[config.mk]
export PLATFORM = sky130hd
export DESIGN_NAME = dp_ram
export DESIGN_NICKNAME = d
export VERILOG_FILES = /design/src/design/dp_ram.sv
export SDC_FILE = /design/constraint.sdc
export NUM_CORES = 1
export LEC_CHECK = 0
export BUFFER_PORTS_ARGS = -buffer_cell sky130_fd_sc_hd__buf_2
export CORE_ASPECT_RATIO = 1.4
export CORE_UTILIZATION = 44
export DETAILED_ROUTE_END_ITERATION = 7
export PLACE_DENSITY_LB_ADDON = 0.25
export SYNTH_ARGS = -nofsm -noshare
export SYNTH_HDL_FRONTEND = slang
export SYNTH_SLANG_ARGS = --single-unit
[constraint.sdc]
create_clock -name clk -period 2.1 [get_ports clk]
set_input_delay 0.21 -clock clk [delete_from_list [all_inputs] [get_ports clk]]
set_output_delay 0.21 -clock clk [all_outputs]
set_load 0.01 [all_outputs]
[src/design/dp_ram.sv]
`timescale 1ns/100ps

module dp_ram #(
    parameter type entry_t = logic [7:0],
    parameter int  DEPTH   = 32
) (
    input  logic                     clk,

    // Write port
    input  logic                     wr_en_i,
    input  logic [$clog2(DEPTH)-1:0] wr_addr_i,
    input  entry_t                   wr_data_i,

    // Read port, one cycle latency
    input  logic [$clog2(DEPTH)-1:0] rd_addr_i,
    output entry_t                   rd_data_o
);

    entry_t mem [DEPTH];

    always_ff @(posedge clk) begin
        if (wr_en_i) begin
            mem[wr_addr_i] <= wr_data_i;
        end
    end

    // Old data is returned on a same-address collision
    always_ff @(posedge clk) begin
        rd_data_o <= mem[rd_addr_i];
    end

endmodule

==> flow_metrics.tcl <==
set metrics [dict create \
    outcome "complete, but fails checks" \
    violations "DRC" \
    synth_area_um2 10100 \
    r2r_cells 3 \
    hold_path.class "in2reg" \
    antenna_cells 0 \
    coreArea_um2 22400 \
    ys.flop_type "edfxtp_1" \
    seq_area_frac_synth_pct 78.1 \
    die-area_um2 23500 \
    finalMaxSlewViolations 0 \
    grt_antenna_before_repair 0 \
    required_ns 2.50 \
    vias_per_cell 5.68 \
    cts_tree "done" \
    initial_core_util_pct 44.8 \
    power_frac_clock_pct 41.8 \
    cp-end-kind "flop" \
    drive_gt1_share_pct 38.4 \
    fin_crit_sh_pct 88.0 \
    start_kind "flop" \
    comb_power_share_pct 5.2 \
    num_rows 65 \
    yosysTopAreaCellShare_pct 76.5 \
    netlist_top_cells_count "edfxtp_1 (256), mux4_2 (80), nor2_1 (33)" \
    ios 28 \
    port_buffers 27 \
    cts.repair.resized 0 \
    p_per_area_nw_per_um2 950 \
    seqPwrFrac_pct 53.0 \
    grt_pass1_wl_um 32300 \
    grt_max_degree 36 \
    clock_skew_ns 0.0130 \
    internal_power_uw 8910 \
    postCtsSetupBuffers 0 \
    slew_headroom_pct 56.8 \
    period_needed_ns 1.85 \
    die_h_um 181 \
    whs_path_depth 2 \
    critical_path.startpoint "mem[15][3]$_DFFE_PP_" \
    layout.nets 512 \
    hold_buffers 0 \
    busiest_layer "met2" \
    yosysWarnings 0 \
    cts-root-buf "clkbuf_16" \
    path_clk_slew_ns 0.07 \
    grtUsageMet3_pct 2.07 \
    worst-path-max-fanout 1 \
    drc 2 \
    timing.rr.start "mem[15][3]$_DFFE_PP_" \
    drv_cap 0 \
    yosysTopAreaCell "edfxtp_1" \
    endpoint "rd_data_o[3]$_DFF_P_" \
    rsz0062_at_grt "no" \
    netSwitchingPower_uw 2200 \
    peakVddDrop_uv 674 \
    synth.most_common_cell "edfxtp_1" \
    synth_cells 417 \
    synth_edf_count 256 \
    power_leakage_uw 0.00373 \
    htree_levels 1 \
    vias 4607 \
    tightest_slew_ns 0.647 \
    synthTopCellsByArea "edfxtp_1 (76%), mux4_2 (18%), dfxtp_1 (1.6%)" \
    detail-route-antenna-nets 0 \
    overflow 0 \
    syn_to_final_growth_pct 16.3 \
    wl_um 21900 \
    synth_cell_types 15 \
    ys_ff_latch 264 \
    r2r_setup_slack_ns 0.25 \
    timing.fmax_mhz 541 \
    fin_tns_setup_ns 0 \
    drt_iter0_markers 347 \
    cp_data_arrival_time_ns 2.24 \
    die_x_um 130 \
    numClockSinks 264 \
    cts_made_buffers 25 \
    place.gp.congestion 0.805 \
    drt_first_pass_iters 7 \
    syn_area_per_cell_um2 24.1 \
    critPathKind "reg2reg" \
    p_sw_share_pct 19.8 \
    setup_viol 0 \
    grt.met1_usage_pct 25.5 \
    dp_hpwl_um 13900 \
    syn_nets 437 \
    wl_per_cell_um 27.0 \
    grt_use_total_pct 19.8 \
    p_total_uw 11100 \
    grt_pass1_vias 4846 \
    insertion_delay_ns 0.51 \
    hold_viol 0 \
    clk_path_buf_depth 3 \
    ys_async_sr_fraction_pct 0 \
    r2r-end "rd_data_o[3]$_DFF_P_" \
    use_met2_pct 34.1 \
]
## sequential cells by signal, summed over array words and instances, names as in the netlist
signal     count
mem          256
rd_data_o      8
## power by group through the flow
| stage | combinational [uW] | sequential [uW] | clock [uW] |
|---|---|---|---|
| global placement | 579 | 6000 | 0 |
| finish | 577 | 5890 | 4640 |
| detailed placement | 588 | 6000 | 0 |
| floorplan | 312 | 6000 | 0 |
| global route | 614 | 5890 | 4890 |
| CTS | 589 | 5890 | 4710 |
## cells by family (layout without fill, tap and decap cells)
group / count (synthesis) / count (layout) / synth area share (%)
buffers and inverters: 20 / 113 / 1.06
AND/OR/NAND/NOR: 45 / 45 / 2.07
flip-flops: 264 / 264 / 78.1
multiplexers: 88 / 88 / 18.8
## final cells by class
class	count	area, um^2
repair buffers	68	520
flip-flops and latches	264	7850
well taps	301	377
clock inverters	16	203
multi-input cells	133	2100
clock buffers	29	641
fillers	1757	10800
## how the worst min path moves through the flow
stage,startpoint,end,slack [ns]
CTS,rd_addr_i[3],rd_data_o[7]$_DFF_P_,0.17
detailed placement,rd_data_o[0]$_DFF_P_,rd_data_o[0],0.62
global route,rd_addr_i[3],rd_data_o[7]$_DFF_P_,0.18
floorplan,wr_data_i[0],mem[0][0]$_DFFE_PP_,0.31
finish,rd_addr_i[3],rd_data_o[2]$_DFF_P_,0.19
global placement,rd_data_o[0]$_DFF_P_,rd_data_o[0],0.63
## layout by cell type (no fill, tap or decap)
master,n
nand2_1,1
or3b_2,3
nand3b_1,5
nand3_1,2
clkinv_1,4
edfxtp_1,256
dfxtp_1,8
mux2_2,8
buf_12,6
clkbuf_16,25
mux4_2,80
clkbuf_1,4
buf_2,26
nor2_1,33
clkinvlp_4,1
bufinv_16,5
buf_4,36
or3_1,1
clkinv_2,6
## critical path, stage by stage (launching register included)
cell	delay (ns)
edfxtp_1	0.36
mux4_2	0.55
mux4_2	0.53
mux2_2	0.28
## metal layers
layer	up-vias	routed length, um
met4	0	815
met1	2482	8580
met5	-	0
met3	48	957
li1	1930	-
met2	147	11600
## through the flow
stage                     instances  worst slack, ns  util (%)  instance area [um^2]  hold WS (ns)
final                           811            0.251      52.1                 11700         0.189
after global routing            811            0.237      52.1                 11700         0.177
after CTS                       811            0.266      52.1                 11700         0.170
after detailed placement        766          -0.0219      48.3                 10800         0.624
after global placement          766          -0.0263      48.3                 10800         0.626
after floorplan                 417           0.0876         -                 10100         0.309
(Power assumes the default switching activity.)
