$ cat config.mk
export PLATFORM = sky130hd
export DESIGN_NAME = line_composer
export DESIGN_NICKNAME = d
export VERILOG_FILES = /design/src/design/video_pkg.sv /design/src/design/line_composer.sv
export VERILOG_INCLUDE_DIRS = /design/src /design/src/design
export SDC_FILE = /design/constraint.sdc
export NUM_CORES = 1
export LEC_CHECK = 0
export ABC_AREA = 1
export BUFFER_PORTS_ARGS = -buffer_cell sky130_fd_sc_hd__buf_4
export CORE_MARGIN = 1
export CORE_UTILIZATION = 47
export CTS_CLUSTER_DIAMETER = 150
export DETAILED_ROUTE_END_ITERATION = 16
export PLACE_DENSITY_LB_ADDON = 0.3
export REMOVE_ABC_BUFFERS = 1
export SLEW_MARGIN = 15
export SYNTH_ARGS = -nofsm -noshare
export SYNTH_HDL_FRONTEND = slang
export SYNTH_SLANG_ARGS = --single-unit
$ cat constraint.sdc
create_clock -name clk -period 2.8 [get_ports clk]
set_input_delay 0.28 -clock clk [delete_from_list [all_inputs] [get_ports clk]]
set_output_delay 0.28 -clock clk [all_outputs]
set_load 0.01 [all_outputs]
$ cat src/design/vid_defines.svh
`ifndef VID_DEFINES_SVH
`define VID_DEFINES_SVH

// Frame geometry
`define VID_LINE_PIXELS      32
`define VID_NUM_LINES        8
`define VID_WORDS_PER_LINE   8

// Memories
`define VID_RAM_WORDS        256
`define VID_PALETTE_ENTRIES  256

// Register bus address map
`define VID_REG_ADDR_BITS    12
`define VID_RAM_BASE         12'h000
`define VID_RAM_MASK         12'hC00
`define VID_LAYER1_BASE      12'h400
`define VID_LAYER2_BASE      12'h410
`define VID_COMP_BASE        12'h420
`define VID_REGS_MASK        12'hFF0
`define VID_PAL_BASE         12'h600
`define VID_PAL_MASK         12'hE00

// Register offsets inside a block
`define VID_LAYER_CTRL       4'h0
`define VID_LAYER_BASE_OFS   4'h1
`define VID_COMP_CTRL        4'h0

`endif

$ cat src/design/video_pkg.sv
`include "vid_defines.svh"

package video_pkg;

    // Palette index as stored in RAM and line buffers
    typedef logic [$clog2(`VID_PALETTE_ENTRIES)-1:0] pixel_idx_t;

    // 12-bit colour, red in the top nibble
    typedef struct packed {
        logic [3:0] r;
        logic [3:0] g;
        logic [3:0] b;
    } rgb_t;

    // Position inside a line and line number inside a frame
    typedef logic [$clog2(`VID_LINE_PIXELS)-1:0] line_pos_t;
    typedef logic [$clog2(`VID_NUM_LINES)-1:0]   line_num_t;

endpackage

$ cat src/design/line_composer.sv
`timescale 1ns/100ps

`include "vid_defines.svh"

module line_composer import video_pkg::*; (
    input  logic       clk,
    input  logic       reset,
    input  logic       run_i,

    // Renderer handshake
    output logic       render_start_o,
    output line_num_t  line_o,
    input  logic       l1_done_i,
    input  logic       l2_done_i,

    // Line buffer reads
    output line_pos_t  lb_rd_addr_o,
    input  pixel_idx_t l1_pix_i,
    input  pixel_idx_t l2_pix_i,

    // Palette lookup
    output pixel_idx_t pal_rd_addr_o,
    input  rgb_t       pal_rgb_i,

    // Pixel stream
    output logic       pix_valid_o,
    output rgb_t       pix_rgb_o,
    output logic       frame_start_o
);

    typedef enum logic [1:0] {
        ST_IDLE,
        ST_WAIT,
        ST_READ
    } state_e;

    state_e    state_q;
    line_num_t line_q;
    line_num_t next_line;
    line_pos_t rd_cnt_q;
    logic      seen1_q;
    logic      seen2_q;
    logic      both_done;
    logic      reading;
    logic      last_read;
    logic      valid_q1;
    logic      valid_q2;
    logic      frame_q1;
    logic      frame_q2;

    assign both_done = (seen1_q || l1_done_i) && (seen2_q || l2_done_i);
    assign reading   = state_q == ST_READ;
    assign last_read = reading && rd_cnt_q == line_pos_t'(`VID_LINE_PIXELS - 1);
    assign next_line = (line_q == line_num_t'(`VID_NUM_LINES - 1)) ? '0 : line_q + 1'b1;

    assign line_o       = line_q;
    assign lb_rd_addr_o = rd_cnt_q;

    ////////////////////////////////////////
    // Line sequencing
    ////////////////////////////////////////

    always_ff @(posedge clk or posedge reset) begin
        if (reset) begin
            state_q        <= ST_IDLE;
            line_q         <= '0;
            rd_cnt_q       <= '0;
            seen1_q        <= 1'b0;
            seen2_q        <= 1'b0;
            render_start_o <= 1'b0;
        end else begin
            render_start_o <= 1'b0;
            case (state_q)
                ST_IDLE: begin
                    if (run_i) begin
                        render_start_o <= 1'b1;
                        state_q        <= ST_WAIT;
                    end
                end
                ST_WAIT: begin
                    seen1_q <= seen1_q || l1_done_i;
                    seen2_q <= seen2_q || l2_done_i;
                    if (both_done) begin
                        seen1_q  <= 1'b0;
                        seen2_q  <= 1'b0;
                        rd_cnt_q <= '0;
                        state_q  <= ST_READ;
                    end
                end
                default: begin
                    rd_cnt_q <= rd_cnt_q + 1'b1;
                    if (last_read) begin
                        // A stopped composer resumes at the top of a frame
                        if (run_i) begin
                            line_q         <= next_line;
                            render_start_o <= 1'b1;
                            state_q        <= ST_WAIT;
                        end else begin
                            line_q  <= '0;
                            state_q <= ST_IDLE;
                        end
                    end
                end
            endcase
        end
    end

    ////////////////////////////////////////
    // Mix, palette and output pipeline
    ////////////////////////////////////////

    // Index 0 on layer 2 is transparent
    assign pal_rd_addr_o = (l2_pix_i != '0) ? l2_pix_i : l1_pix_i;

    always_ff @(posedge clk or posedge reset) begin
        if (reset) begin
            valid_q1      <= 1'b0;
            valid_q2      <= 1'b0;
            frame_q1      <= 1'b0;
            frame_q2      <= 1'b0;
            pix_valid_o   <= 1'b0;
            frame_start_o <= 1'b0;
        end else begin
            valid_q1      <= reading;
            frame_q1      <= reading && line_q == '0 && rd_cnt_q == '0;
            valid_q2      <= valid_q1;
            frame_q2      <= frame_q1;
            pix_valid_o   <= valid_q2;
            frame_start_o <= frame_q2;
        end
    end

    always_ff @(posedge clk) begin
        pix_rgb_o <= pal_rgb_i;
    end

    a_start_gap: assert property (@(posedge clk) disable iff (reset)
        $rose(pix_valid_o) |-> !render_start_o && !$past(render_start_o) &&
                               !$past(render_start_o, 2));

endmodule

==> impl_metrics.json <==
{
  "outcome": "finished clean",
  "synth_ff_type": "dfrtp_1",
  "io_pins": 64,
  "holdBufCountCts": 0,
  "drtPass1Iterations": 4,
  "hpwlAfterDp_um": 1979,
  "cp_max_fo": 8,
  "die_h_um": 53.03,
  "criticalPathCategory": "in -> out",
  "yosys_register_bits": 31,
  "power_density_nw_per_um2": 785.1,
  "cp-start-kind": "input pin",
  "placementRows": 18,
  "cts-root-buf": "clkbuf_4",
  "num-nets-final": 247,
  "path_cells": "buf_4 -> nor2_1 -> nand3_1 -> nor2_1 -> nand2_1 -> nand2_1 -> buf_4",
  "track_usage": 0.2057,
  "internal_power_mw": 0.9185,
  "antenna_left": 0,
  "drv_cap": 0,
  "crit_arrival_ns": 1.22,
  "slew_headroom": 0.5357,
  "grt_pass1_wl_um": 4029,
  "p_clk_frac": 0.220,
  "cts_buffers": 5,
  "setup_viol": 0,
  "comb_power_share": 0.325,
  "htree_levels": 2,
  "fillCellCount": 189,
  "total_leakage_power_nw": 1.026,
  "hold_start": "pal_rgb_i[1]",
  "period_needed_ns": 1.498,
  "globalRouteOverflowTotal": 0,
  "slowest_delay_ns": 0.37,
  "clock_sinks": 31,
  "port_buffers": 63,
  "cts_tree": "yes",
  "drc_errors": 0,
  "grt_setup_unrepaired": "false",
  "worstHoldPathType": "in -> reg",
  "post_drt_via_cell_ratio": 4.536,
  "postCtsSetupBuffers": 0,
  "antenna_found_initial": 0,
  "cts_resized": 0,
  "cp-end-kind": "primary output",
  "required_ns": 2.52,
  "worstMarginPinSlew_ns": 0.6956,
  "synth_top_area_cell": "dfrtp_1",
  "clk_latency_ns": 0.33,
  "fmax_mhz": 667.7,
  "core_area_um2": 2477,
  "drive_gt1_frac": 0.3732,
  "setup_tns_ns": 0,
  "drt-initial-drc-count": 18,
  "swShare": 0.3538,
  "crit_start": "l2_pix_i[4]",
  "gp_congestion": 0.7801,
  "switching_power_mw": 0.5030,
  "drt_wl_total_um": 2480,
  "post_drt_wl_per_cell_um": 10.38,
  "timing.rr.start": "lb_rd_addr_o[1]",
  "post-route-period-util": 0.5348,
  "cts_max_path_buffers": 2,
  "synthTopCellsByArea": "dfrtp_1 (39%), dfxtp_1 (20%), nand2_1 (15%)",
  "grt_pass1_vias": 1042,
  "fp.dieW_um": 53.03,
  "synth_top_area_frac": 0.3885,
  "finalClockSkew_ns": 0.009152,
  "regArea_um2": 715.7,
  "placed_area_um2": 1734,
  "ys_types": 15,
  "via_count": 1084,
  "syn-cell-area_um2": 1224,
  "synthCells": 138,
  "p_seq_frac": 0.455,
  "synth_edf_count": 0,
  "asyncSetResetFlopFracSynth": 0.6129,
  "area_growth_pct": 47.96,
  "grt_max_degree": 20,
  "slowest_stage": "nor2_1",
  "syn-mean-instance-area_um2": 8.867,
  "slew_viol_final": 0,
  "design.die.area_um2": 2812,
  "finalHoldViolCount": 0,
  "synth_warnings": 0,
  "vdd_ir_drop_max_mv": 0.5261,
  "ys_seq_area_frac": 0.5849,
  "antenna_cells": 0,
  "final_cell_area_um2": 1810,
  "initial_core_util": 0.4939,
  "multi_input_area_um2": 417.9,
  "clk_pin_slew_worst_paths_ns": 0.11
}
==> worst max-delay path: cells and delay by family <==
kind | cells | cell delay, ns
and+or+nand+nor | 5 | 0.72
buffers and inverters | 2 | 0.22
==> state kept, by name, summed over array words and instances, names as in the netlist <==
register        count
line_o              3
pix_valid_o         1
frame_q1            1
valid_q1            1
state_q             2
pix_rgb_o          12
seen1_q             1
seen2_q             1
render_start_o      1
frame_q2            1
valid_q2            1
frame_start_o       1
lb_rd_addr_o        5
==> power groups by stage <==
stage	Clock [mW]	Combinational, mW	Sequential [mW]
floorplan	0	0.236	0.671
global placement	0	0.438	0.648
detailed placement	0	0.466	0.655
CTS	0.320	0.468	0.646
global route	0.338	0.527	0.663
finish	0.313	0.462	0.647
==> cell usage in the layout (no fill, tap or decap) <==
| cell type | Yosys | final |
|---|---|---|
| inv_1 | 22 | 22 |
| nor2_4 | 2 | 2 |
| a21oi_1 | 1 | 1 |
| clkinv_4 | 0 | 1 |
| buf_4 | 0 | 63 |
| nor2_1 | 9 | 9 |
| o21ai_0 | 5 | 5 |
| dfxtp_1 | 12 | 12 |
| inv_2 | 2 | 2 |
| nand3_1 | 6 | 6 |
| nor2_2 | 1 | 1 |
| nand4_1 | 2 | 2 |
| clkbuf_4 | 0 | 5 |
| ha_1 | 6 | 6 |
| nand2_2 | 1 | 1 |
| nand3_4 | 1 | 1 |
| clkbuf_16 | 0 | 1 |
| dfrtp_1 | 19 | 19 |
| nand2_1 | 49 | 49 |
| clkinv_2 | 0 | 1 |
==> cell type report <==
| class | instances | area share |
|---|---|---|
| inverters | 24 | 0.04976 |
| multi-input cells | 83 | 0.2308 |
| well taps | 30 | 0.02073 |
| flip-flops and latches | 31 | 0.3953 |
| clock inverters | 2 | 0.007602 |
| clock buffers | 6 | 0.03455 |
| repair buffers | 63 | 0.2612 |
==> synthesized netlist by cell type, types with 2 or more instances <==
library cell  instances
dfrtp_1              19
dfxtp_1              12
ha_1                  6
inv_1                22
inv_2                 2
nand2_1              49
nand3_1               6
nand4_1               2
nor2_1                9
nor2_4                2
o21ai_0               5
==> stage by stage <==
step                cells  hold slack [ns]  total power [mW]  setup slack [ns]  utilization
CTS                   239          0.03325             1.435             1.262       0.7308
global route          239          0.01610             1.528             1.143       0.7308
detailed placement    231           0.3347             1.120             1.263       0.7000
global placement      231           0.3327             1.086             1.346       0.7000
floorplan             138           0.2311            0.9063             1.405            -
finish                239          0.04087             1.421             1.302       0.7308
==> routing by layer <==
| layer | share of wire | wire length (µm) | global-route usage |
|---|---|---|---|
| met3 | 0.072 | 178 | 0.09195 |
| met1 | 0.38 | 941 | 0.2032 |
| met2 | 0.53 | 1308 | 0.3713 |
| met4 | 0.021 | 51 | 0.07895 |
| met5 | 0 | 0 | 0 |
==> kinds of logic (layout without fill, tap and decap cells) <==
| group | count (synthesis) | after routing | synth area share |
|---|---|---|---|
| simple gates | 71 | 71 | 0.2556 |
| compound gates | 6 | 6 | 0.02453 |
| buf+inv | 24 | 95 | 0.07362 |
| fa+ha+maj | 6 | 6 | 0.06135 |
| flops | 31 | 31 | 0.5849 |
==> path summary, 6_finish.rpt <==
path | to | slack, ns | cells past startpoint
worst min-delay path | pix_rgb_o[1] | 0.04 | 1
worst max-delay path | pal_rd_addr_o[6] | 1.30 | 7
worst min register to register | frame_q2 | 0.36 | 0
min in group asynchronous | frame_start_o | 0.05 | 2
max in group asynchronous | lb_rd_addr_o[0] | 2.30 | 2
worst max register to register | state_q[0] | 1.33 | 9
Note: power is estimated with default switching activity, not from simulation.
