==> config.mk <==
export PLATFORM = sky130hd
export DESIGN_NAME = layer_renderer
export DESIGN_NICKNAME = d
export VERILOG_FILES = /design/src/design/regbus_pkg.sv /design/src/design/video_pkg.sv /design/src/design/layer_renderer.sv
export VERILOG_INCLUDE_DIRS = /design/src /design/src/design
export SDC_FILE = /design/constraint.sdc
export NUM_CORES = 1
export LEC_CHECK = 0
export ABC_AREA = 1
export BUFFER_PORTS_ARGS = -buffer_cell sky130_fd_sc_hd__buf_4
export CAP_MARGIN = 20
export CELL_PAD_IN_SITES_DETAIL_PLACEMENT = 1
export CELL_PAD_IN_SITES_GLOBAL_PLACEMENT = 2
export CORE_UTILIZATION = 32
export CTS_CLUSTER_SIZE = 14
export DETAILED_ROUTE_END_ITERATION = 10
export PLACE_DENSITY = 0.82
export SYNTH_ARGS = -nofsm -noshare
export SYNTH_HDL_FRONTEND = slang
export SYNTH_SLANG_ARGS = --single-unit
==> constraint.sdc <==
create_clock -name clk -period 1.95 [get_ports clk]
set_input_delay 0.0975 -clock clk [delete_from_list [all_inputs] [get_ports clk]]
set_output_delay 0.0975 -clock clk [all_outputs]
set_load 0.02 [all_outputs]
==> src/design/vid_defines.svh <==
`ifndef VID_DEFINES_SVH
`define VID_DEFINES_SVH

// Frame geometry
`define VID_LINE_PIXELS      32
`define VID_NUM_LINES        8
`define VID_WORDS_PER_LINE   8

// Memories
`define VID_RAM_WORDS        256
`define VID_PALETTE_ENTRIES  256

// Register bus address map
`define VID_REG_ADDR_BITS    12
`define VID_RAM_BASE         12'h000
`define VID_RAM_MASK         12'hC00
`define VID_LAYER1_BASE      12'h400
`define VID_LAYER2_BASE      12'h410
`define VID_COMP_BASE        12'h420
`define VID_REGS_MASK        12'hFF0
`define VID_PAL_BASE         12'h600
`define VID_PAL_MASK         12'hE00

// Register offsets inside a block
`define VID_LAYER_CTRL       4'h0
`define VID_LAYER_BASE_OFS   4'h1
`define VID_COMP_CTRL        4'h0

`endif

==> src/design/regbus_pkg.sv <==
`include "vid_defines.svh"

package regbus_pkg;

    // Host register bus
    typedef logic [`VID_REG_ADDR_BITS-1:0] reg_addr_t;
    typedef logic [7:0]                    reg_data_t;

    // Main RAM word bus
    typedef logic [$clog2(`VID_RAM_WORDS)-1:0] ram_addr_t;
    typedef logic [31:0]                       ram_word_t;

    // Decoded address regions
    typedef enum logic [2:0] {
        REGION_RAM,
        REGION_LAYER1,
        REGION_LAYER2,
        REGION_COMPOSER,
        REGION_PALETTE,
        REGION_NONE
    } region_e;

endpackage

==> src/design/video_pkg.sv <==
`include "vid_defines.svh"

package video_pkg;

    // Palette index as stored in RAM and line buffers
    typedef logic [$clog2(`VID_PALETTE_ENTRIES)-1:0] pixel_idx_t;

    // 12-bit colour, red in the top nibble
    typedef struct packed {
        logic [3:0] r;
        logic [3:0] g;
        logic [3:0] b;
    } rgb_t;

    // Position inside a line and line number inside a frame
    typedef logic [$clog2(`VID_LINE_PIXELS)-1:0] line_pos_t;
    typedef logic [$clog2(`VID_NUM_LINES)-1:0]   line_num_t;

endpackage

==> src/design/layer_renderer.sv <==
`timescale 1ns/100ps

`include "vid_defines.svh"

module layer_renderer import regbus_pkg::*, video_pkg::*; (
    input  logic       clk,
    input  logic       reset,

    // Layer registers
    input  logic [3:0] reg_addr_i,
    input  reg_data_t  reg_wrdata_i,
    input  logic       reg_write_i,
    output reg_data_t  reg_rddata_o,

    // Composer handshake
    input  logic       render_start_i,
    input  line_num_t  line_i,
    output logic       render_done_o,

    // Memory bus
    output logic       mem_strobe_o,
    output ram_addr_t  mem_addr_o,
    input  logic       mem_ack_i,
    input  ram_word_t  mem_word_i,

    // Line buffer write port
    output logic       lb_wr_en_o,
    output line_pos_t  lb_wr_addr_o,
    output pixel_idx_t lb_wr_data_o
);

    localparam int CNT_W = $clog2(`VID_WORDS_PER_LINE) + 1;
    localparam logic [CNT_W-1:0] WORDS = CNT_W'(`VID_WORDS_PER_LINE);

    logic             enable_q;
    ram_addr_t        base_q;
    ram_addr_t        line_addr_q;
    logic             fetch_q;
    logic             clear_q;
    logic             unpack_q;
    logic [CNT_W-1:0] req_cnt_q;
    line_pos_t        pos_q;
    ram_word_t        word_q;
    logic             last_write;

    ////////////////////////////////////////
    // Register file
    ////////////////////////////////////////

    always_ff @(posedge clk or posedge reset) begin
        if (reset) begin
            enable_q     <= 1'b0;
            base_q       <= '0;
            reg_rddata_o <= '0;
        end else begin
            if (reg_write_i && reg_addr_i == `VID_LAYER_CTRL) begin
                enable_q <= reg_wrdata_i[0];
            end
            if (reg_write_i && reg_addr_i == `VID_LAYER_BASE_OFS) begin
                base_q <= reg_wrdata_i;
            end
            // Read data follows the address by one cycle
            case (reg_addr_i)
                `VID_LAYER_CTRL:     reg_rddata_o <= {7'b0, enable_q};
                `VID_LAYER_BASE_OFS: reg_rddata_o <= base_q;
                default:             reg_rddata_o <= '0;
            endcase
        end
    end

    ////////////////////////////////////////
    // Fetch and unpack
    ////////////////////////////////////////

    // Next word is requested while the last byte of the current one is written
    assign mem_strobe_o = fetch_q && req_cnt_q != WORDS && !mem_ack_i &&
                          (!unpack_q || pos_q[1:0] == 2'd3);
    assign mem_addr_o   = ram_addr_t'(line_addr_q + req_cnt_q);

    assign last_write = (clear_q && pos_q == line_pos_t'(`VID_LINE_PIXELS - 1)) ||
                        (unpack_q && pos_q[1:0] == 2'd3 && req_cnt_q == WORDS);

    always_ff @(posedge clk or posedge reset) begin
        if (reset) begin
            fetch_q       <= 1'b0;
            clear_q       <= 1'b0;
            unpack_q      <= 1'b0;
            req_cnt_q     <= '0;
            pos_q         <= '0;
            line_addr_q   <= '0;
            render_done_o <= 1'b0;
        end else begin
            render_done_o <= last_write;
            if (render_start_i) begin
                fetch_q     <= enable_q;
                clear_q     <= !enable_q;
                req_cnt_q   <= '0;
                pos_q       <= '0;
                // First word of the line, wrapping around the RAM
                line_addr_q <= ram_addr_t'(base_q + line_i * `VID_WORDS_PER_LINE);
            end
            if (clear_q || unpack_q) begin
                pos_q <= pos_q + 1'b1;
            end
            if (unpack_q && pos_q[1:0] == 2'd3) begin
                unpack_q <= 1'b0;
            end
            // Byte 0 goes straight to the buffer in the ack cycle
            if (mem_ack_i) begin
                req_cnt_q <= req_cnt_q + 1'b1;
                pos_q     <= {req_cnt_q[CNT_W-2:0], 2'b01};
                unpack_q  <= 1'b1;
            end
            if (last_write) begin
                fetch_q <= 1'b0;
                clear_q <= 1'b0;
            end
        end
    end

    always_ff @(posedge clk) begin
        if (mem_ack_i) begin
            word_q <= mem_word_i;
        end
    end

    always_comb begin
        lb_wr_en_o   = clear_q || unpack_q || mem_ack_i;
        lb_wr_addr_o = pos_q;
        lb_wr_data_o = '0;
        if (mem_ack_i) begin
            lb_wr_addr_o = {req_cnt_q[CNT_W-2:0], 2'b00};
            lb_wr_data_o = mem_word_i[7:0];
        end else if (unpack_q) begin
            lb_wr_data_o = word_q[8*pos_q[1:0] +: 8];
        end
    end

    a_strobe_held: assert property (@(posedge clk) disable iff (reset)
        mem_strobe_o |=> mem_ack_i || (mem_strobe_o && $stable(mem_addr_o)));

endmodule

==> qor.txt, run 1 <==
================================================================================
Outcome                                                             complete, no violations
Final setup vio count                                                          0
Total die area                                                      0.01079 mm^2
Remaining design rule violation count                                          0
Final routed wire length divided by cell count                          14.33 um
Vias in the first global route                                             3,115
CTS Root Buffer Type                                                    clkbuf_8
Count of input and output buffers                                             83
Post-synth top area share                                                 28.93%
Number of cells traversed by the worst register-to-register path               9
Clock sink count                                                              70
Mapped Cells                                                                 352
Met1 capacity usage during global routing                                 20.64%
Fraction of final layout cells with drive strength greater than 1         26.02%
Post-layout net count                                                        552
Global-route track usage on met2                                          31.00%
Clock network fraction of total power                                      29.5%
Gr usage total                                                            17.56%
Switching portion of total power                                          32.31%
Number of top-level design ports                                              84
Slowest cell on the critical path                                        dfrtp_1
Gp weighted congestion                                                    0.7115
Worst Hold Path Cells                                                          2
Net count after synthesis                                                    417
Clock buffer depth                                                             2
Sort of element at the start of the critical path                      flip-flop
Period minus WS final                                                   1.945 ns
Drt first-iter violations                                                     50
Fraction of power consumed by combinational cells                          29.0%
Total count of max-transition violations in the final report                   0
Core region area                                                    0.009910 mm^2
Fill cell total of the finished layout                                     1,175
Most used routing layer in global routing                                   met2
Transition at the pin with the smallest max-transition slack           0.5098 ns
Number of buffers added by the clock tree synthesis step                       9
Sequential Power Share                                                     41.5%
Top cell type by total area after synthesis                             edfxtp_1
Ant diodes                                                                     0
WS Path Type                                                             reg2out
Largest net degree at the start of global routing                             43
Most area-consuming cells after synthesis                           edfxtp_1 29%, dfrtp_1 29%, nand2_1 13%, nand3_1 5.9%, ha_1 4.1%
Cell internal power dissipation                                       0.003053 W
CP most frequent cell                                                    nand2_1
Reported leakage power                                                  2.287 nW
Biggest cell delay along the critical path                               0.39 ns
Number of standard cells in the layout, taps in and fillers out              625
Worst slew margin                                                         66.02%
Critical path fanouts, max                                                     3
Post-synthesis sequential area ratio                                      57.55%
Congestion Overflow GR                                                         0
Setup repair after global routing missed its margin                         true
Antenna violations before repair                                               0
Final std cell area, no fill                                        0.004790 mm^2
Cell-by-cell trace of the critical path                             ha_2 > inv_2 > fa_2 > o21ai_4 > nand2_1 > nand2_1 > nand2_1 > buf_6
Utilization after layout                                                  48.33%
Synthesized area divided by synthesized cell count                    9.437 um^2
First-pass GRT wire length                                             14,830 um
Path category of the worst min-delay check                                in2reg
Placed inst area                                                    0.004090 mm^2
Reg clk slew, reported paths                                             0.09 ns
Data required time of the critical path                                  1.85 ns
Max-capacitance violation count                                                0
Post-route ant nets                                                            0
Post-synthesis cell type count                                                30
Initial cell density of the core                                          33.52%
Peak supply drop                                                     0.0004863 V
Final worst path period share                                             99.76%
Chip Width                                                              103.9 um
Worst setup skew after layout                                         0.01250 ns
1st-pass router iterations                                                     4
Layout area overhead                                                      44.18%
TritonCTS clock tree                                                       built
Number of storage elements in the synthesis netlist                           70
Crit path DAT                                                            1.85 ns
Die height                                                              103.9 um
Half-perimeter wire length after placement                               6041 um
Switching power summed over all nets                                  0.001457 W
Highest clock frequency the design can meet                            514.0 MHz
Type of element capturing the critical path                         primary output
Core Rows                                                                     36
Clock latency on the worst-skew pair                                     0.35 ns
Warnings, synthesis                                                            0
Power per Cell Area                                                 941.6 mW/mm^2
Count of H-tree levels built during CTS                                        3
Vias/cell                                                                  4.514
Detailed Route WL                                                        8957 um
Final hold vios                                                                0
Netlist area before placement                                       0.003322 mm^2
Met3 Resource Use GR                                                      4.950%
DP Cell Count                                                                565
Routed via count                                                           2,821
================================================================================
## worst max-delay path: cells and delay by family, from the launching register on
| kind | cells | cell delay (ns) |
|---|---|---|
| AO/OA/AOI/OAI | 1 | 0.16 |
| buffers and inverters | 2 | 0.17 |
| AND/OR/NAND/NOR | 3 | 0.21 |
| flip-flops | 1 | 0.39 |
| adder cells (fa/ha/maj) | 2 | 0.57 |
## final cells by class
class | instances | area, um^2 | area share (%)
Clock inverter | 7 | 105.1 | 2.194
Inverter | 35 | 137.6 | 2.874
Sequential cell | 70 | 1913 | 39.94
Tap cell | 133 | 166.4 | 3.474
Clock buffer | 9 | 123.9 | 2.586
Multi-Input combinational cell | 238 | 1239 | 25.86
Timing Repair Buffer | 133 | 1105 | 23.07
## state kept, by name (all words and copies together) (netlist names), 4 cells and up
name          cells
base_q            8
req_cnt_q         4
reg_rddata_o      8
line_addr_q       8
pos_q             5
word_q           32
## final timing paths
path / to / slack, ns / from
min: line_addr_q[5] / 0.03 / render_start_i
max reg2reg: line_addr_q[7] / 0.46 / base_q[3]
max: mem_addr_o[6] / 0.005 / req_cnt_q[0]
min reg2reg: line_addr_q[3] / 0.50 / line_addr_q[3]
min in group asynchronous: base_q[0] / 0.43 / reset
max in group asynchronous: req_cnt_q[2] / 1.16 / reset
## cells in the mapped netlist (all sizes together)
master / number
o21ai: 27
mux2i: 1
nand2: 119
nor2: 21
buf: 9
xor2: 1
nand3b: 1
ha: 11
dfrtp: 38
clkinv: 2
inv: 33
nand3: 40
or2: 3
edfxtp: 32
fa: 2
a21oi: 4
nand4: 6
xnor2: 2
## power by group through the flow
stage          Combinational (W)  Clock (W)  Sequential (W)
2_1_floorplan           0.000737          0         0.00187
3_3_place_gp             0.00117          0         0.00189
3_5_place_dp             0.00120          0         0.00190
4_1_cts                  0.00129    0.00138         0.00187
5_1_grt                  0.00146    0.00143         0.00190
6_report                 0.00131    0.00133         0.00187
## cells by family after synthesis
group | count (synthesis) | synth area share [%]
AND/OR/NAND/NOR | 190 | 25.09
XOR/XNOR | 3 | 0.7911
adder cells (fa/ha/maj) | 13 | 5.348
buffers and inverters | 44 | 6.026
flip-flops | 70 | 57.55
AO/OA/AOI/OAI | 31 | 4.897
multiplexers | 1 | 0.3013
## what timing repair did
action,CTS,global route
setup endpoints to repair,5,8
gates resized for setup,3,6
hold endpoints to repair,78,0
cloned,0,0
pin swaps,1,0
hold buffers,41,0
buffers inserted,1,2
## cells in the final DEF, fill, tap and decap left out, types with 2 or more instances in the layout
cell type / count
dlygate4sd3_1: 41
clkinv_4: 2
or2_2: 3
nand3_1: 39
a21oi_1: 4
xnor2_1: 2
nand4_1: 6
clkinvlp_4: 2
dfrtp_1: 37
nor2_1: 18
ha_1: 9
buf_4: 91
inv_2: 2
o21ai_0: 24
bufinv_16: 2
nand2_2: 2
clkbuf_8: 9
edfxtp_1: 32
inv_1: 30
nand2_1: 117
o21ai_2: 2
## per-stage QoR
stage | setup WS (ns) | TNS (ns) | hold slack, ns | power [W]
5_1_grt | -0.08851 | -0.1851 | 0.01862 | 0.004785
4_1_cts | -0.02982 | -0.04893 | 0.008096 | 0.004532
3_3_place_gp | 0.3108 | 0 | 0.2604 | 0.003063
6_report | 0.004653 | 0 | 0.02667 | 0.004510
2_1_floorplan | 0.2264 | 0 | 0.1964 | 0.002606
3_5_place_dp | 0.2653 | 0 | 0.2629 | 0.003098
## layer usage
| metal | vias up | share of wire [%] |
|---|---|---|
| met4 | 0 | 1.4 |
| met1 | 1337 | 43 |
| met2 | 56 | 51 |
| li1 | 1419 | - |
| met5 | - | 0 |
| met3 | 9 | 4.1 |
Power figures use the tool's default switching activity.
==> run 2: changes to the inputs <==
Settings changed: CORE_UTILIZATION 32 to 34, PLACE_DENSITY 0.82 to 0.86.
Clock period 1.95 ns to 2.5 ns, I/O delays scaled along.
==> qor.txt, run 2 (synthesized netlist as in run 1, its figures left out) <==
================================================================================
Outcome                                                             complete, no violations   unchanged
Number of cells traversed by the worst register-to-register path               7   was 9
Vias/cell                                                                  4.658   was 4.514
Clock network fraction of total power                                      24.2%   was 29.5%
Count of input and output buffers                                             83   unchanged
Final hold vios                                                                0   unchanged
Die height                                                              100.8 um   was 103.9 um
Fraction of final layout cells with drive strength greater than 1         23.09%   was 26.02%
Switching power summed over all nets                                  0.001076 W   was 0.001457 W
Transition at the pin with the smallest max-transition slack           0.6628 ns   was 0.5098 ns
Met2 WL                                                                  4383 um   was 4589 um
Antenna violations before repair                                               0   unchanged
Total count of max-transition violations in the final report                   0   unchanged
Sequential Power Share                                                     46.2%   was 41.5%
Met1 wire length                                                         3713 um   was 3878 um
Final setup vio count                                                          0   unchanged
Fill cell total of the finished layout                                     1,105   was 1,175
Layout area overhead                                                      39.13%   was 44.18%
Period minus WS final                                                   2.174 ns
Setup repair after global routing missed its margin                        false   was true
Fraction of power consumed by combinational cells                          29.6%   was 29.0%
Post-layout net count                                                        545   was 552
Clock sink count                                                              70   unchanged
Worst Hold Path Cells                                                          2   unchanged
Setup TNS Final                                                             0 ns   unchanged
Critical path fanouts, max                                                    12   was 3
Highest clock frequency the design can meet                            459.9 MHz
Vias in the first global route                                             3,031   was 3,115
TritonCTS clock tree                                                       built   unchanged
Number of standard cells in the layout, taps in and fillers out              614   was 625
Gp weighted congestion                                                    0.7830   was 0.7115
Congestion Overflow GR                                                         0   unchanged
Met3 wire len                                                             262 um   was 366 um
Clock latency on the worst-skew pair                                     0.35 ns   about the same
Routed via count                                                           2,860   was 2,821
Clock buffer depth                                                             2   unchanged
Worst slew margin                                                         55.65%   was 66.02%
Most flops, register                                                      word_q   unchanged
Type of element capturing the critical path                         primary output   unchanged
Max-capacitance violation count                                                0   unchanged
Drt first-iter violations                                                    108   was 50
Reported leakage power                                                  2.229 nW   was 2.287 nW
Final worst path period share                                             86.97%
Core Rows                                                                     35   was 36
First-pass GRT wire length                                             14,240 um   was 14,830 um
Core region area                                                    0.009371 mm^2   was 0.009910 mm^2
Chip Width                                                              100.8 um   was 103.9 um
Total power                                                           0.003192 W   was 0.004510 W
1st-pass router iterations                                                     4   unchanged
WS Path Type                                                             reg2out   unchanged
Peak supply drop                                                     0.0003451 V   was 0.0004863 V
Cell internal power dissipation                                       0.002115 W   was 0.003053 W
Path category of the worst min-delay check                                in2reg   unchanged
Sort of element at the start of the critical path                      flip-flop   unchanged
Power per Cell Area                                                 690.5 mW/mm^2   was 941.6 mW/mm^2
Post-route ant nets                                                            0   unchanged
Detailed Route WL                                                        8522 um   was 8957 um
Number of top-level design ports                                              84   unchanged
Gr usage total                                                            18.54%   was 17.56%
Number of gates resized after cts                                              0   was 3
Number of buffers added by the clock tree synthesis step                       9   unchanged
Initial cell density of the core                                          35.45%   was 33.52%
Worst setup skew after layout                                        0.006944 ns   was 0.01250 ns
Ant diodes                                                                     0   unchanged
Final routed wire length divided by cell count                          13.88 um   was 14.33 um
Reg clk slew, reported paths                                             0.07 ns   was 0.09 ns
Remaining design rule violation count                                          0   unchanged
CTS Root Buffer Type                                                    clkbuf_8   unchanged
Top library cells by usage in the layout, fill and taps aside       117 x nand2_1, 85 x buf_4, 41 x dlygate4sd3_1, 39 x nand3_1, 38 x dfrtp_1   was 117 x nand2_1, 91 x buf_4, 41 x dlygate4sd3_1, 39 x nand3_1, 37 x dfrtp_1
Largest net degree at the start of global routing                             54   was 43
Top metal layer carrying routed signals                                     met4   unchanged
Data required time of the critical path                                  2.38 ns   was 1.85 ns
Switching portion of total power                                          33.73%   was 32.31%
Crit path DAT                                                            2.05 ns   was 1.85 ns
DP Cell Count                                                                557   was 565
Count of H-tree levels built during CTS                                        3   unchanged
Total die area                                                      0.01017 mm^2   was 0.01079 mm^2
Max reg flops                                                                 32   unchanged
Most common cell after layout, fill and taps aside                       nand2_1   unchanged
Half-perimeter wire length after placement                               5861 um   was 6041 um
================================================================================
run 2: changes by cell type in the layout (fill, tap and decap cells not counted), moves of 2 or more:
cell        previous run  this run
clkinv_2               0         5
clkinv_4               2         0
clkinv_1               1         3
ha_1                   9        11
clkinvlp_4             2         0
buf_4                 91        85
bufinv_16              2         0
run 2: layout make-up:
type / count / area [um^2] / area share [%]
Sequential cell: 70 / 1912 / 41.36
Clock buffer: 10 / 127.6 / 2.761
Timing Repair Buffer: 126 / 1049 / 22.69
Tap cell: 129 / 161.4 / 3.492
Inverter: 35 / 133.9 / 2.897
Clock inverter: 6 / 28.78 / 0.6226
Multi-Input combinational cell: 238 / 1210 / 26.18
run 2: path summary, 6_finish.rpt:
path                                     start               to  slack (ns)
worst max register to register        pos_q[1]          fetch_q        0.78
worst min register to register  line_addr_q[3]   line_addr_q[3]        0.50
worst max-delay path                  pos_q[1]  lb_wr_data_o[5]        0.33
worst min-delay path            render_start_i   line_addr_q[5]        0.05
min in group asynchronous                reset         enable_q        0.47
max in group asynchronous                reset     req_cnt_q[2]        1.68
run 2: what timing repair did:
action	4_1_cts	5_1_grt
setup endpoints to repair	0	0
hold endpoints to repair	78	0
buffers inserted	0	0
hold buffers	41	0
run 2: per-layer routing:
layer,GRT usage [%],up-vias
met4,8.361,0
li1,-,1407
met5,0,-
met1,22.90,1385
met3,3.883,13
met2,31.24,55
run 2: worst max-delay path: stages (launching register included):
cell	delay, ns
dfrtp_1	0.67
clkinv_1	0.45
nand3_1	0.22
nand3_1	0.11
nand2_1	0.10
buf_4	0.14
run 2: per-stage QoR:
| stage | cell area (um^2) | setup WS, ns | hold slack (ns) | util (%) |
|---|---|---|---|---|
| final | 4622 | 0.3257 | 0.05007 | 49.32 |
| after global routing | 4622 | 0.1064 | 0.05871 | 49.32 |
| after CTS | 4622 | 0.2832 | 0.04373 | 49.32 |
| after detailed placement | 4055 | 0.6572 | 0.3012 | 43.27 |
| after global placement | 4055 | 0.7570 | 0.2925 | 43.27 |
| after floorplan | 3322 | 0.7489 | 0.2239 | - |
run 2: power by group through the flow:
stage               Combinational [W]  Sequential (W)  Clock [W]
finish                       0.000943         0.00148   0.000773
floorplan                    0.000575         0.00146          0
CTS                          0.000956         0.00148   0.000785
global placement             0.000879         0.00149          0
global route                  0.00106         0.00150   0.000841
detailed placement           0.000900         0.00150          0
==> run 3: changes to the inputs <==
Settings changed: ABC_AREA 1 to default, CORE_UTILIZATION 34 to 39, CTS_BUF_LIST from default to sky130_fd_sc_hd__clkbuf_8, PLACE_DENSITY 0.86 to 0.89.
==> qor.txt, run 3 <==
============================================================================================
Fill cell total of the finished layout                                                   817   was 1,105
Post-layout net count                                                                    422   was 545
Period minus WS final                                                               2.300 ns   was 2.174 ns
Reported leakage power                                                              1.992 nW   was 2.229 nW
Utilization after layout                                                              57.80%   was 49.32%
Path category of the worst min-delay check                                            in2reg   unchanged
Number of top-level design ports                                                          84   unchanged
Setup TNS Final                                                                         0 ns   unchanged
WS Path Type                                                                         reg2out   unchanged
Transition at the pin with the smallest max-transition slack                       0.6827 ns   was 0.6628 ns
Setup repair after global routing missed its margin                                    false   unchanged
Post-synthesis sequential area ratio                                                  59.83%   was 57.55%
TritonCTS clock tree                                                                   built   unchanged
Final routed wire length divided by cell count                                      18.73 um   was 13.88 um
Number of storage elements in the synthesis netlist                                       70   unchanged
Worst reg-to-reg setup slack                                                         0.51 ns   was 0.78 ns
Half-perimeter wire length after placement                                           5297 um   was 5861 um
Most numerous cell in the Yosys netlist                                              dfrtp_1   was nand2_1
Post-synth top area share                                                             30.07%   was 28.93%
Highest clock frequency the design can meet                                        434.8 MHz   was 459.9 MHz
Basic-gate share of the synthesized area counting and, or, nand and nor cells         8.771%   was 25.08%
Origin of the critical flop-to-flop path                                            pos_q[0]   was pos_q[1]
Post-synthesis cell type count                                                            42   was 30
Clock network fraction of total power                                                  25.4%   was 24.2%
Worst slew margin                                                                     54.49%   was 55.65%
Layout area overhead                                                                  41.23%   was 39.13%
Most area-consuming cells after synthesis                                       edfxtp_1 30%, dfrtp_1 30%, mux2_2 5.6%, mux4_2 5.6%, ha_1 4.3%   was edfxtp_1 29%, dfrtp_1 29%, nand2_1 13%, nand3_1 5.9%, ha_1 4.1%
Peak supply drop                                                                 0.0004400 V   was 0.0003451 V
Worst Hold Path Cells                                                                      2   unchanged
Net count after synthesis                                                                293   was 417
Gp weighted congestion                                                                0.7649   was 0.7830
Worst hold-check slack                                                            0.02450 ns   was 0.05007 ns
Clock buffer depth                                                                         2   unchanged
Switching power summed over all nets                                              0.001119 W   was 0.001076 W
Critical path fanouts, max                                                                 5   was 12
Cell-by-cell trace of the critical path                                         ha_1 > inv_1 > fa_1 > nor2b_1 > o21ai_0 > a21o_1 > xnor2_2 > buf_4   was clkinv_1 > nand3_1 > nand3_1 > nand2_1 > buf_4
Top cell type by total area after synthesis                                         edfxtp_1   unchanged
Congestion Overflow GR                                                                     0   unchanged
Reg clk slew, reported paths                                                         0.08 ns   was 0.07 ns
Post-synthesis compound-gate area fraction                                            8.457%   was 4.896%
Fraction of power consumed by combinational cells                                      29.1%   was 29.6%
Slowest cell on the critical path                                                    dfrtp_2   was dfrtp_1
Ant diodes                                                                                 0   unchanged
Detailed Route WL                                                                    8689 um   was 8522 um
Hold path endpoint                                                                 base_q[0]   was line_addr_q[5]
Gr usage total                                                                        22.15%   was 18.54%
Count of input and output buffers                                                         83   unchanged
Switching portion of total power                                                      33.47%   was 33.73%
Crit path DAT                                                                        2.18 ns   was 2.05 ns
Drt first-iter violations                                                                162   was 108
Count of H-tree levels built during CTS                                                    3   unchanged
Mapped Cells                                                                             228   was 352
Warnings, synthesis                                                                        0   unchanged
Total die area                                                                  0.008560 mm^2   was 0.01017 mm^2
Initial cell density of the core                                                      40.93%   was 35.45%
Outcome                                                                         complete, no violations   unchanged
Biggest cell delay along the critical path                                           0.41 ns   was 0.67 ns
Sort of element at the start of the critical path                                  flip-flop   unchanged
Routed via count                                                                       2,351   was 2,860
Type of element capturing the critical path                                     primary output   unchanged
Die height                                                                          92.52 um   was 100.8 um
Number of cells traversed by the worst register-to-register path                           5   was 7
Synthesized area divided by synthesized cell count                                14.02 um^2   was 9.437 um^2
Multiplexer share of the synthesized area                                             11.59%   was 0.3013%
Async set-reset flop share out of synthesis                                           54.29%   unchanged
Final setup vio count                                                                      0   unchanged
Combinational family with the most area after synthesis                         multiplexers   was simple AND/OR/NAND/NOR gates
Vias in the first global route                                                         2,615   was 3,031
Number of buffers added by the clock tree synthesis step                                   9   unchanged
Fraction of synthesized cell area in xor and xnor cells                               3.015%   was 0.7910%
1st-pass router iterations                                                                 4   unchanged
Ys flop type                                                                         dfrtp_1   unchanged
Final hold vios                                                                            0   unchanged
Post-synth EDFFs                                                                          32   unchanged
Chip Width                                                                          92.52 um   was 100.8 um
Vias/cell                                                                              5.067   was 4.658
Fraction of final layout cells with drive strength greater than 1                     38.67%   was 23.09%
Power per Cell Area                                                             741.0 mW/mm^2   was 690.5 mW/mm^2
Antenna violations before repair                                                           0   unchanged
Clock sink count                                                                          70   unchanged
Sequential Power Share                                                                 45.5%   was 46.2%
Post-route ant nets                                                                        0   unchanged
Most flops, register                                                                  word_q   unchanged
Worst setup skew after layout                                                    0.008227 ns   was 0.006944 ns
Total count of max-transition violations in the final report                               0   unchanged
Netlist area before placement                                                   0.003196 mm^2   was 0.003322 mm^2
Synth cell count leaders                                                        38 x dfrtp_1, 32 x edfxtp_1, 16 x mux2_2   was 117 x nand2_1, 39 x nand3_1, 38 x dfrtp_1
Data required time of the critical path                                              2.38 ns   about the same
Largest net degree at the start of global routing                                         39   was 54
Core region area                                                                0.007807 mm^2   was 0.009371 mm^2
Clock latency on the worst-skew pair                                                 0.35 ns   about the same
Most common cell after layout, fill and taps aside                                     buf_4   was nand2_1
Post-synthesis adder-cell area fraction                                               5.560%   was 5.348%
Endpoint of the worst register-to-register path                                      clear_q   was fetch_q
Core Rows                                                                                 32   was 35
Max reg flops                                                                             32   unchanged
Top library cells by usage in the layout, fill and taps aside                   87 x buf_4, 39 x dlygate4sd3_1, 37 x dfrtp_1, 32 x edfxtp_1, 16 x mux2_2   was 117 x nand2_1, 85 x buf_4, 41 x dlygate4sd3_1, 39 x nand3_1, 38 x dfrtp_1
Cell internal power dissipation                                                   0.002225 W   was 0.002115 W
First-pass GRT wire length                                                         13,700 um   was 14,240 um
CTS Root Buffer Type                                                                clkbuf_8   unchanged
Remaining design rule violation count                                                      0   unchanged
Worst min-delay path startpoint                                                 reg_wrdata_i[0]   was render_start_i
Max-capacitance violation count                                                            0   unchanged
Final worst path period share                                                         92.00%   was 86.97%
============================================================================================
## run 3: cell types whose count changed after synthesis, moves of 8 or more
cell / delta
a22o_1: +9
inv_1: -17
mux2_2: +16
mux4_2: +8
nand2_1: -106
nand3_1: -34
nor2_1: -8
o21ai_0: -17
## run 3: worst max-delay path by stage
stage	from	endpoint	slack (ns)
final	req_cnt_q[0]	mem_addr_o[6]	0.20
after global routing	req_cnt_q[0]	mem_addr_o[6]	0.02
after CTS	req_cnt_q[0]	mem_addr_o[6]	0.11
after detailed placement	pos_q[0]	clear_q	0.49
after global placement	req_cnt_q[0]	mem_addr_o[6]	0.57
after floorplan	req_cnt_q[0]	mem_addr_o[6]	0.61
## run 3: final cells by class
| class | instances | area, um^2 | share of cell area, % |
|---|---|---|---|
| Multi-Input combinational cell | 136 | 1202 | 26.64 |
| Inverter | 14 | 52.55 | 1.164 |
| Sequential cell | 70 | 1913 | 42.39 |
| Clock buffer | 9 | 123.9 | 2.745 |
| Clock inverter | 7 | 50.05 | 1.109 |
| Timing Repair Buffer | 126 | 1044 | 23.12 |
| Tap cell | 102 | 127.6 | 2.828 |
## run 3: timing repair
action / 4_1_cts / 5_1_grt
resized for setup: 0 / 2
buffers inserted: 0 / 1
hold buffers: 39 / 0
setup endpoints to repair: 0 / 1
endpoints found under the hold margin: 76 / 0
## run 3: power by group through the flow
| stage | clock [W] | sequential (W) | combinational [W] |
|---|---|---|---|
| 2_1_floorplan | 0 | 0.00149 | 0.000570 |
| 3_3_place_gp | 0 | 0.00153 | 0.000874 |
| 3_5_place_dp | 0 | 0.00154 | 0.000904 |
| 4_1_cts | 0.000845 | 0.00151 | 0.000962 |
| 5_1_grt | 0.000911 | 0.00155 | 0.00106 |
| 6_report | 0.000848 | 0.00152 | 0.000973 |
## run 3: routing by layer
metal / track usage (%) / vias up / wire (um)
li1: - / 1090 / -
met1: 24.07 / 1175 / 3310
met2: 39.14 / 56 / 4704
met3: 5.090 / 30 / 302
met4: 13.28 / 0 / 371
met5: 0 / - / 0
## run 3: critical path: cells and delay by family (launching register included)
| kind | cells | cell delay (ns) |
|---|---|---|
| adder cells (fa/ha/maj) | 2 | 0.59 |
| flip-flops | 1 | 0.41 |
| AO/OA/AOI/OAI | 2 | 0.34 |
| buffers and inverters | 2 | 0.22 |
| XOR/XNOR | 1 | 0.14 |
| AND/OR/NAND/NOR | 1 | 0.12 |
## run 3: logic make-up after synthesis
group / count (synthesis)
AND/OR/NAND/NOR: 49
buffers and inverters: 22
flip-flops: 70
AO/OA/AOI/OAI: 38
multiplexers: 25
adder cells (fa/ha/maj): 13
XOR/XNOR: 11
## run 3: metrics by stage
stage          setup slack, ns  std cells  instance area, um^2  power, W
2_1_floorplan           0.6070        228                 3196  0.002057
3_3_place_gp            0.5710        408                 3933  0.002401
3_5_place_dp            0.4936        408                 3933  0.002440
4_1_cts                 0.1079        463                 4497  0.003320
5_1_grt                0.02089        464                 4513  0.003514
6_report                0.2000        464                 4513  0.003344
